<file path="src/source/axi_pkg.sv">
// AXI4 read channel field types shared by the converter and its testbench
package axi_pkg;

  // Address and data widths are fixed for this read path
  localparam int unsigned AxiAddrWidth = 32;
  localparam int unsigned AxiDataWidth = 32;

  typedef logic [AxiAddrWidth-1:0] addr_t;
  typedef logic [AxiDataWidth-1:0] data_t;

  // Burst length, beats minus one
  typedef logic [7:0] len_t;

  // Read response code as carried on RRESP
  typedef enum logic [1:0] {
    OKAY   = 2'b00,
    EXOKAY = 2'b01,
    SLVERR = 2'b10,
    DECERR = 2'b11
  } resp_e;

endpackage

</file>
<file path="src/source/remap_pkg.sv">
// Definitions for the ID remap table
package remap_pkg;

  // Verdict of the allocator for the AR at its input
  typedef enum logic [1:0] {
    // ID already has a slot with room left
    AR_REUSE = 2'b00,
    // New ID takes the lowest free slot
    AR_ALLOC = 2'b01,
    // No slot can take this AR now
    AR_STALL = 2'b10
  } ar_decision_e;

  // Defaults for the top level parameters
  localparam int unsigned DefaultTableSize    = 4;
  localparam int unsigned DefaultSlvIdWidth   = 6;
  localparam int unsigned DefaultMaxTxnsPerId = 3;

endpackage

</file>
<file path="src/source/remap_slot_if.sv">
`timescale 1ns/100ps

// One remap table entry as seen by the allocator, the slot and the restorer
interface remap_slot_if #(
  parameter int unsigned SlvIdWidth = 6
);

  // Allocation pulse and the ID to store on it
  logic                  alloc;
  logic [SlvIdWidth-1:0] alloc_id;
  // Release pulse on the last R beat of a burst
  logic                  dealloc;
  // Slot status
  logic                  busy;
  logic                  full;
  logic [SlvIdWidth-1:0] slot_id;

  // Allocator side
  modport alloc_mp (output alloc, alloc_id, input busy, full, slot_id);

  // The slot itself
  modport slot_mp (input alloc, alloc_id, dealloc, output busy, full, slot_id);

  // Response side, restores IDs and frees bursts
  modport drain_mp (output dealloc, input slot_id);

endinterface

</file>
<file path="src/source/ar_slot_alloc.sv">
`timescale 1ns/100ps

// AR side of the remapper
// Picks a slot for the incoming ID and puts the slot index out as the narrow ID
module ar_slot_alloc
  import axi_pkg::*;
  import remap_pkg::*;
#(
  parameter int unsigned TableSize  = 4,
  parameter int unsigned SlvIdWidth = 6
) (
  // Slave side AR
  input  logic                  slv_ar_valid_i,
  output logic                  slv_ar_ready_o,
  input  logic [SlvIdWidth-1:0] slv_ar_id_i,
  input  addr_t                 slv_ar_addr_i,
  input  len_t                  slv_ar_len_i,
  // Master side AR
  output logic                  mst_ar_valid_o,
  input  logic                  mst_ar_ready_i,
  output logic [(TableSize > 1 ? $clog2(TableSize) : 1)-1:0] mst_ar_id_o,
  output addr_t                 mst_ar_addr_o,
  output len_t                  mst_ar_len_o,
  // One interface per table slot
  remap_slot_if.alloc_mp        slots [TableSize]
);

  localparam int unsigned MstIdWidth = (TableSize > 1) ? $clog2(TableSize) : 1;

  // Slot status flattened for the search loops
  logic [TableSize-1:0]  busy;
  logic [TableSize-1:0]  full;
  logic [TableSize-1:0]  hit;

  logic                  hit_found;
  logic [MstIdWidth-1:0] hit_idx;
  logic                  free_found;
  logic [MstIdWidth-1:0] free_idx;

  ar_decision_e          decision;
  logic [MstIdWidth-1:0] sel_idx;
  logic                  ar_hs;

  for (genvar i = 0; i < TableSize; i++) begin : gen_slot
    assign busy[i] = slots[i].busy;
    assign full[i] = slots[i].full;
    // Only a busy slot holds a valid ID
    assign hit[i]  = slots[i].busy && (slots[i].slot_id == slv_ar_id_i);

    // Alloc fires only for the chosen slot, and only on the handshake
    assign slots[i].alloc    = ar_hs && (sel_idx == MstIdWidth'(i));
    assign slots[i].alloc_id = slv_ar_id_i;
  end

  // Search from the top down so the lowest index wins
  // At most one slot can match, since a live ID is always reused
  always_comb begin
    hit_found  = 1'b0;
    hit_idx    = '0;
    free_found = 1'b0;
    free_idx   = '0;
    for (int i = TableSize - 1; i >= 0; i--) begin
      if (hit[i]) begin
        hit_found = 1'b1;
        hit_idx   = MstIdWidth'(i);
      end
      if (!busy[i]) begin
        free_found = 1'b1;
        free_idx   = MstIdWidth'(i);
      end
    end
  end

  // Allocation verdict
  // A matching slot that is full blocks the AR even if others are free
  always_comb begin
    if (hit_found) begin
      decision = full[hit_idx] ? AR_STALL : AR_REUSE;
      sel_idx  = hit_idx;
    end else if (free_found) begin
      decision = AR_ALLOC;
      sel_idx  = free_idx;
    end else begin
      decision = AR_STALL;
      sel_idx  = '0;
    end
  end

  // Valid and ready both gated by the verdict, valid never looks at ready
  assign mst_ar_valid_o = slv_ar_valid_i && (decision != AR_STALL);
  assign slv_ar_ready_o = mst_ar_ready_i && (decision != AR_STALL);
  assign ar_hs          = mst_ar_valid_o && mst_ar_ready_i;

  // Slot index becomes the narrow ID, rest of the beat is untouched
  assign mst_ar_id_o   = sel_idx;
  assign mst_ar_addr_o = slv_ar_addr_i;
  assign mst_ar_len_o  = slv_ar_len_i;

endmodule

</file>
<file path="src/source/axi_iw_converter.sv">
`timescale 1ns/100ps

// AXI4 read path ID width converter, wide slave ID down to narrow master ID
// Allocator, slot table and restorer around one shared array of slot interfaces
module axi_iw_converter
  import axi_pkg::*;
  import remap_pkg::*;
#(
  parameter int unsigned TableSize    = DefaultTableSize,
  parameter int unsigned SlvIdWidth   = DefaultSlvIdWidth,
  parameter int unsigned MaxTxnsPerId = DefaultMaxTxnsPerId
) (
  input  logic                  clk_i,
  input  logic                  arst_n_i,
  // Slave port AR
  input  logic                  slv_ar_valid_i,
  output logic                  slv_ar_ready_o,
  input  logic [SlvIdWidth-1:0] slv_ar_id_i,
  input  addr_t                 slv_ar_addr_i,
  input  len_t                  slv_ar_len_i,
  // Slave port R
  output logic                  slv_r_valid_o,
  input  logic                  slv_r_ready_i,
  output logic [SlvIdWidth-1:0] slv_r_id_o,
  output data_t                 slv_r_data_o,
  output resp_e                 slv_r_resp_o,
  output logic                  slv_r_last_o,
  // Master port AR
  output logic                  mst_ar_valid_o,
  input  logic                  mst_ar_ready_i,
  output logic [(TableSize > 1 ? $clog2(TableSize) : 1)-1:0] mst_ar_id_o,
  output addr_t                 mst_ar_addr_o,
  output len_t                  mst_ar_len_o,
  // Master port R
  input  logic                  mst_r_valid_i,
  output logic                  mst_r_ready_o,
  input  logic [(TableSize > 1 ? $clog2(TableSize) : 1)-1:0] mst_r_id_i,
  input  data_t                 mst_r_data_i,
  input  resp_e                 mst_r_resp_i,
  input  logic                  mst_r_last_i
);

  // One bundle per slot, shared by all three blocks
  remap_slot_if #(.SlvIdWidth(SlvIdWidth)) slot_if [TableSize] ();

  // AR path: slot match or allocation, ID rewrite
  ar_slot_alloc #(
    .TableSize  ( TableSize  ),
    .SlvIdWidth ( SlvIdWidth )
  ) i_ar_slot_alloc (
    .slv_ar_valid_i ( slv_ar_valid_i ),
    .slv_ar_ready_o ( slv_ar_ready_o ),
    .slv_ar_id_i    ( slv_ar_id_i    ),
    .slv_ar_addr_i  ( slv_ar_addr_i  ),
    .slv_ar_len_i   ( slv_ar_len_i   ),
    .mst_ar_valid_o ( mst_ar_valid_o ),
    .mst_ar_ready_i ( mst_ar_ready_i ),
    .mst_ar_id_o    ( mst_ar_id_o    ),
    .mst_ar_addr_o  ( mst_ar_addr_o  ),
    .mst_ar_len_o   ( mst_ar_len_o   ),
    .slots          ( slot_if        )
  );

  // Remap table, the only state in the design
  for (genvar i = 0; i < TableSize; i++) begin : gen_slot
    id_remap_slot #(
      .SlvIdWidth   ( SlvIdWidth   ),
      .MaxTxnsPerId ( MaxTxnsPerId )
    ) i_slot (
      .clk_i    ( clk_i      ),
      .arst_n_i ( arst_n_i   ),
      .slot     ( slot_if[i] )
    );
  end

  // R path: wide ID restore and burst release
  r_id_restore #(
    .TableSize  ( TableSize  ),
    .SlvIdWidth ( SlvIdWidth )
  ) i_r_id_restore (
    .mst_r_valid_i ( mst_r_valid_i ),
    .mst_r_ready_o ( mst_r_ready_o ),
    .mst_r_id_i    ( mst_r_id_i    ),
    .mst_r_data_i  ( mst_r_data_i  ),
    .mst_r_resp_i  ( mst_r_resp_i  ),
    .mst_r_last_i  ( mst_r_last_i  ),
    .slv_r_valid_o ( slv_r_valid_o ),
    .slv_r_ready_i ( slv_r_ready_i ),
    .slv_r_id_o    ( slv_r_id_o    ),
    .slv_r_data_o  ( slv_r_data_o  ),
    .slv_r_resp_o  ( slv_r_resp_o  ),
    .slv_r_last_o  ( slv_r_last_o  ),
    .slots         ( slot_if       )
  );

endmodule

</file>
<file path="src/source/id_remap_slot.sv">
`timescale 1ns/100ps

// Single remap table entry
// Holds one slave ID and counts its bursts still in flight
module id_remap_slot #(
  parameter int unsigned SlvIdWidth   = 6,
  parameter int unsigned MaxTxnsPerId = 3
) (
  input  logic                 clk_i,
  input  logic                 arst_n_i,
  remap_slot_if.slot_mp        slot
);

  // Counter must hold 0 up to MaxTxnsPerId
  localparam int unsigned CntWidth = $clog2(MaxTxnsPerId + 1);

  logic [CntWidth-1:0]   cnt_q;
  logic [SlvIdWidth-1:0] id_q;

  // Outstanding burst count
  // An alloc and a release in the same cycle cancel out
  always_ff @(posedge clk_i or negedge arst_n_i) begin
    if (!arst_n_i) begin
      cnt_q <= '0;
    end else if (slot.alloc && !slot.dealloc) begin
      cnt_q <= cnt_q + 1'b1;
    end else if (slot.dealloc && !slot.alloc) begin
      cnt_q <= cnt_q - 1'b1;
    end
  end

  // Stored ID is only taken by a fresh allocation
  // A reuse leaves it alone since it already matches
  always_ff @(posedge clk_i) begin
    if (slot.alloc && !slot.busy) begin
      id_q <= slot.alloc_id;
    end
  end

  // Status back to allocator and restorer
  assign slot.busy    = (cnt_q != '0);
  assign slot.full    = (cnt_q == CntWidth'(MaxTxnsPerId));
  assign slot.slot_id = id_q;

endmodule

</file>
<file path="src/source/r_id_restore.sv">
`timescale 1ns/100ps

// R side of the remapper
// Puts the wide ID back on each beat and frees the burst on its last beat
module r_id_restore
  import axi_pkg::*;
#(
  parameter int unsigned TableSize  = 4,
  parameter int unsigned SlvIdWidth = 6
) (
  // Master side R
  input  logic                  mst_r_valid_i,
  output logic                  mst_r_ready_o,
  input  logic [(TableSize > 1 ? $clog2(TableSize) : 1)-1:0] mst_r_id_i,
  input  data_t                 mst_r_data_i,
  input  resp_e                 mst_r_resp_i,
  input  logic                  mst_r_last_i,
  // Slave side R
  output logic                  slv_r_valid_o,
  input  logic                  slv_r_ready_i,
  output logic [SlvIdWidth-1:0] slv_r_id_o,
  output data_t                 slv_r_data_o,
  output resp_e                 slv_r_resp_o,
  output logic                  slv_r_last_o,
  // One interface per table slot
  remap_slot_if.drain_mp        slots [TableSize]
);

  localparam int unsigned MstIdWidth = (TableSize > 1) ? $clog2(TableSize) : 1;

  logic [SlvIdWidth-1:0] slot_ids [TableSize];
  logic                  last_hs;

  // Accepted last beat ends one burst of the slot named by the R ID
  assign last_hs = mst_r_valid_i && slv_r_ready_i && mst_r_last_i;

  for (genvar i = 0; i < TableSize; i++) begin : gen_slot
    assign slot_ids[i]     = slots[i].slot_id;
    assign slots[i].dealloc = last_hs && (mst_r_id_i == MstIdWidth'(i));
  end

  // Narrow ID is the slot index, so a plain lookup gives the wide ID back
  assign slv_r_id_o    = slot_ids[mst_r_id_i];

  // Everything else goes straight through
  assign slv_r_valid_o = mst_r_valid_i;
  assign slv_r_data_o  = mst_r_data_i;
  assign slv_r_resp_o  = mst_r_resp_i;
  assign slv_r_last_o  = mst_r_last_i;
  assign mst_r_ready_o = slv_r_ready_i;

endmodule

</file>
<file path="config.mk">
export PLATFORM = sky130hd
export DESIGN_NAME = axi_iw_converter
export DESIGN_NICKNAME = d
export VERILOG_FILES = /design/src/source/axi_pkg.sv /design/src/source/remap_pkg.sv /design/src/source/remap_slot_if.sv /design/src/source/ar_slot_alloc.sv /design/src/source/axi_iw_converter.sv /design/src/source/id_remap_slot.sv /design/src/source/r_id_restore.sv
export SDC_FILE = /design/constraint.sdc
export NUM_CORES = 1
export LEC_CHECK = 0
export BUFFER_PORTS_ARGS = -buffer_cell sky130_fd_sc_hd__buf_4
export CORE_MARGIN = 4
export CORE_UTILIZATION = 40
export DETAILED_ROUTE_END_ITERATION = 7
export PLACE_DENSITY = 0.79
export SLEW_MARGIN = 10
export SYNTH_ARGS = -nofsm -noshare
export SYNTH_HDL_FRONTEND = slang
export SYNTH_SLANG_ARGS = --single-unit
</file>
<file path="constraint.sdc">
create_clock -name clk_i -period 3.05 [get_ports clk_i]
set_input_delay 0.1525 -clock clk_i [delete_from_list [all_inputs] [get_ports clk_i]]
set_output_delay 0.1525 -clock clk_i [all_outputs]
set_load 0.01 [all_outputs]
</file>
# After elaboration in Yosys (flattened, before gate mapping)
# Cells that the tools add are included.
# totals
ff_bits	32
in_bits	89
out_inout_bits	87
word_cells	119
# classes
n_addsub	8
order_cmp	2
n_eq_ne	15
muxes	34
n_bitwise	1
reduce_logical	51
# ops
op	n
two-way mux 2 bit	21
logical AND 1 bit	29
equality test 6 bit	4
equality test 2 bit, second input constant	8
nonzero test 2 bit	8
binary-select mux 6 bit (select 2 bit)	1
zero test 1 bit	12
two-way mux 6 bit	2
two-way mux 1 bit	9
adder 2 x 1 -> 2 bit, second input constant	4
subtractor 2 x 1 -> 2 bit, second input constant	4
equality test 2 x 1 -> 1 bit, second input constant	2
zero test 2 bit	2
>= comparator 3 bit, second input constant	1
less-than comparator 2 x 3 -> 1 bit, second input constant	1
NOT 2 -> 3 bit	1
binary-select mux 1 bit (select 2 bit)	1
!= test 2 bit, second input constant	1

# Logic depth before layout (Yosys ltp)
# logic_depth
depth_word	18
depth_mapped	12

# Cells and area by module
# A second synthesis with hierarchy kept.
# unflattened
hier_cells	257
area_unflattened_um2	2668.8
# modules_own_cells
mod	instances	cells_per_inst	area_per_inst_um2
id_remap_slot	4	18	297.8
ar_slot_alloc	1	133	1016.0
r_id_restore	1	52	461.7

# Worst setup path after synthesis
# OpenSTA, ideal clock, no wires.
# synth_timing
path_type	reg2reg
start	register gen_slot[0].i_slot.id_q[5]
end	register gen_slot[1].i_slot.id_q[0], enable pin
setup_time_ps	378
t_arrival_ps	2282
required_time_ps	2672
setup_slack_ps	390
stages_incl_launch_ff	7
n_path_buf	0
path_cell_list	edfxtp_1 -> xor2_1 -> or4_4 -> nor4_4 -> and3_2 -> a31oi_4 -> nor3b_1
# synth_via
elab_chain_cells	12
# synth_rtl
item	line_no	rtl
start: declaration	id_remap_slot.sv:18	logic [SlvIdWidth-1:0] id_q;
start signal: assignment	id_remap_slot.sv:36	id_q <= slot.alloc_id;
equality test 6 bit *	ar_slot_alloc.sv:48	assign hit[i] = slots[i].busy && (slots[i].slot_id == slv_ar_id_i);
logical AND 1 bit *	ar_slot_alloc.sv:48	
two-way mux 2 bit	ar_slot_alloc.sv:63	if (hit[i]) begin
binary-select mux 1 bit (select 2 bit)	ar_slot_alloc.sv:78	decision = full[hit_idx] ? AR_STALL : AR_REUSE;
two-way mux 1 bit (implied by the code)	ar_slot_alloc.sv:78	
two-way mux 2 bit	ar_slot_alloc.sv:78	
two-way mux 2 bit	ar_slot_alloc.sv:77	if (hit_found) begin
!= test 2 bit	ar_slot_alloc.sv:90	assign mst_ar_valid_o = slv_ar_valid_i && (decision != AR_STALL);
logical AND 1 bit	ar_slot_alloc.sv:90	
logical AND 1 bit	ar_slot_alloc.sv:92	assign ar_hs = mst_ar_valid_o && mst_ar_ready_i;
logical AND 1 bit *	ar_slot_alloc.sv:51	assign slots[i].alloc = ar_hs && (sel_idx == MstIdWidth'(i));
logical AND 1 bit *	id_remap_slot.sv:35	if (slot.alloc && !slot.busy) begin
end signal: assignment	id_remap_slot.sv:36	
end: declaration	id_remap_slot.sv:18	
# Every way passes the cells marked *; elsewhere a longest branch is shown, timed or not. The select of a mux whose other input is x is not followed.
# A chain may end at the register's enable or synchronous reset.

# Worst setup path in the final report
# layout_timing
start	register gen_slot[0].i_slot.id_q[5]
end	register gen_slot[3].i_slot.cnt_q[1]
# layout_via
elab_chain_cells	14
# layout_rtl
item	line_no	rtl
equality test 6 bit *	ar_slot_alloc.sv:48	
logical AND 1 bit *	ar_slot_alloc.sv:48	
two-way mux 2 bit	ar_slot_alloc.sv:63	
binary-select mux 1 bit (select 2 bit)	ar_slot_alloc.sv:78	
two-way mux 1 bit (implied by the code)	ar_slot_alloc.sv:78	
two-way mux 2 bit	ar_slot_alloc.sv:78	
two-way mux 2 bit	ar_slot_alloc.sv:77	
!= test 2 bit	ar_slot_alloc.sv:90	
logical AND 1 bit	ar_slot_alloc.sv:90	
logical AND 1 bit	ar_slot_alloc.sv:92	
logical AND 1 bit *	ar_slot_alloc.sv:51	
zero test 1 bit	id_remap_slot.sv:27	end else if (slot.dealloc && !slot.alloc) begin
logical AND 1 bit	id_remap_slot.sv:27	
nonzero test 2 bit (no source line)	--	
end signal: assignment	id_remap_slot.sv:26	cnt_q <= cnt_q + 1'b1;
end signal: assignment	id_remap_slot.sv:28	cnt_q <= cnt_q - 1'b1;
end: declaration	id_remap_slot.sv:17	logic [CntWidth-1:0] cnt_q;
# Marks and branches as above.

==> results.toml <==
[run_status]
status = "complete, no violations"

[placed_design]
placed_area_um2 = 2190
place_congestion = 0.879
placed_cells = 254
dp_hpwl_um = 4130
io_buffers = 27
place_ws_ps = 192

[critical_path]
crit_path_max_fanout = 9
reg2reg_from = "gen_slot[0].i_slot.slot.slot_id[5]"
worstPathBufferInverterCount = 0
setup.worst_path.class = "reg2reg"
crit_top_cell = "xor2_1"
setup.worst_path.start = "gen_slot[0].i_slot.slot.slot_id[5]"
cpPeakStageDelay_ps = 550
cp-end-kind = "flip-flop"
crit_arrival_ps = 3040
start_kind = "flip-flop"
cp.required_ps = 3220
cp_slowest_cell = "or4_4"
path_cells = "xor2_1, or4_4, nor4_4, and3_2, a31oi_4, nor3b_1, ha_1, xor2_1, nor2_1, xor2_1"
path_delay_family = "simple AND/OR/NAND/NOR gates"

[power]
swShare_pct = 36.7
p_seq_share_pct = 40.2
finalPower_mw = 1.60
power.leakage_nw = 0.857
p_int_mw = 1.01
clkPwrFrac_pct = 20.7
p_sw_mw = 0.587
comb_power_share_pct = 39.2
power_density_nw_per_um2 = 698
ir_drop_v = 0.000319

[detailed_routing]
drt_pre_antenna_iters = 4
drcViolationCount = 0
via_per_inst = 5.30
drt_iter0_markers = 50
wirelength_um = 5130
vias = 1394
wl_per_cell_um = 19.5
ant_nets = 0

[run]
maxCapViolCount = 0

[cts]
root_buffer = "clkbuf_8"
clock-sinks = 32
clk_pin_slew_ps = 70
cts_tree = "built"
cts_buffers = 5
clk_latency_ps = 290
ctsLongestPathBuffers = 2
ctsHtreeMaxLevel = 2

[final_layout]
final_core_utilization_pct = 38.7
fillerInstances = 547
syn2layout_area_growth_pct = -6.40
final_nets = 280
antenna_cells = 0
final_cell_area_um2 = 2290
multi_input_area_um2 = 930
seq_area_um2 = 921
final_cells = 263
drive_gt1_share_pct = 29.3

[sta]
period_share_pct = 93.9
rsz0062_at_grt = "no"
slew_violations = 0
setup_violations = 0
final_hold_viol_count = 0
hold_slack_ps = 117
relSlewSlack_pct = 67.5
fin_tns_setup_ps = 0
setup_ws_ps = 186
fin_crit_ps = 2860
fmax_ghz = 0.349
worst_pin_slew_ps = 484
fin_skew_ps = 5.64

[synth]
synth.avg_cell_area_um2 = 10.8
ys_types = 35
synth_fp_nets = 320
netlist_area_um2 = 2440
syn_inst = 227
yosys_warnings = 0
async_flop_share_pct = 25.0
synth-main-ff-cell = "edfxtp_1"
synth_edf_count = 24
ys_seq_area_share_pct = 37.7
ys_ff_latch = 32

[floorplan]
coreArea_um2 = 5920
start_util_pct = 41.3
io_pins = 176
die_h_um = 86.2
fp-row-count = 28
fp.dieW_um = 86.2
die_area_um2 = 7430

[grt]
grt_pass1_vias = 1472
grt_first_pass_wirelength_um = 7910
globalRoute.totalOverflow = 0
antenna_found_initial = 0
gr-usage-all-layers_pct = 14.1
grt_max_degree = 13

[worst_hold_path]
hold_class = "in2reg"
min_from = "slv_ar_id_i[2]"
[logic make-up after synthesis]
logic type      Yosys count  synth area share, %
buf+inv                  81                 24.3
simple gates             57                 14.1
xor+xnor                 36                 12.9
flops                    32                 37.7
compound gates           11                 3.43
mux                       6                 5.53
fa+ha+maj                 4                 2.05
[power by group through the flow]
stage / registers, mW / logic (mW) / clock network (mW)
4_1_cts: 0.642 / 0.630 / 0.340
5_1_grt: 0.656 / 0.691 / 0.362
6_report: 0.642 / 0.626 / 0.330
3_5_place_dp: 0.651 / 0.625 / 0
2_1_floorplan: 0.627 / 0.538 / 0
3_3_place_gp: 0.650 / 0.617 / 0
[state kept, by name, summed over array words and instances, names as in the netlist]
signal,cells
gen_slot.i_slot.cnt_q,8
gen_slot.i_slot.slot.slot_id,24
[worst paths after layout]
check / to / slack, ps / cells after the start
max: gen_slot[3].i_slot.cnt_q[1] / 190 / 10
min reg2reg: gen_slot[0].i_slot.cnt_q[1] / 500 / 1
min in group asynchronous: gen_slot[3].i_slot.cnt_q[0] / 200 / 2
max in group asynchronous: gen_slot[0].i_slot.cnt_q[0] / 2720 / 2
max reg2reg: gen_slot[3].i_slot.cnt_q[1] / 190 / 10
min: gen_slot[2].i_slot.slot.slot_id[2] / 120 / 1
[synth_stat cells (2+ instances only)]
cell type | n | share of area, %
a31oi_1 | 2 | 0.51
and2_1 | 2 | 0.51
and3_1 | 2 | 0.51
buf_4 | 77 | 24
clkbuf_1 | 2 | 0.31
dfrtp_1 | 8 | 8.2
edfxtp_1 | 24 | 29
ha_1 | 4 | 2.0
mux4_2 | 6 | 5.5
nand2_1 | 7 | 1.1
nand3_1 | 5 | 1.0
nand3b_1 | 2 | 0.61
nand4_1 | 2 | 0.51
nor2_1 | 16 | 2.5
nor3_1 | 5 | 1.0
nor3b_1 | 4 | 1.2
nor4_1 | 3 | 0.77
o21ai_0 | 4 | 0.82
or4_4 | 2 | 0.92
xnor2_1 | 9 | 3.2
xor2_1 | 27 | 9.7
[placed cells by master (no fill, tap or decap), drive strengths merged]
cell	Yosys	final
a22oi	1	1
nand3	5	5
nand4	2	2
a31oi	3	3
clkinvlp	0	2
nor3	5	5
dlygate4sd3	0	1
or4	2	2
nor4b	1	1
ha	4	4
o32a	1	1
and3	4	4
dfrtp	8	8
nand2	7	7
nor2	16	16
a21oi	1	1
clkinv	1	2
or3	2	2
inv	1	1
a211oi	1	1
nor4	4	4
and2	2	2
mux4	6	6
xnor2	9	9
clkbuf	2	5
nor3b	5	5
edfxtp	24	24
xor2	27	27
o21ai	4	4
nand3b	2	2
buf	77	31
[repair_timing]
item	4_1_cts	5_1_grt
hold buffers	1	0
resized for setup	0	0
hold endpoints to repair	8	0
setup buffers	0	0
[layout make-up]
cell class                 instances  share of cell area, %
inverter                           2                  0.383
clock inverter                     3                   1.04
timing repair buffer              32                   10.6
multi-input combinational        114                   40.6
clock buffer                       5                   3.01
tap                               75                   4.10
sequential                        32                   40.2
[layer usage]
layer	vias to the layer above	global-route usage, %	routed length [um]
met2	94	23.5	2560
met5	-	2.10	0
met4	0	8.07	218
li1	628	-	-
met1	638	13.8	1650
met3	34	7.60	689
No activity file was read; power rests on OpenSTA's default activity.
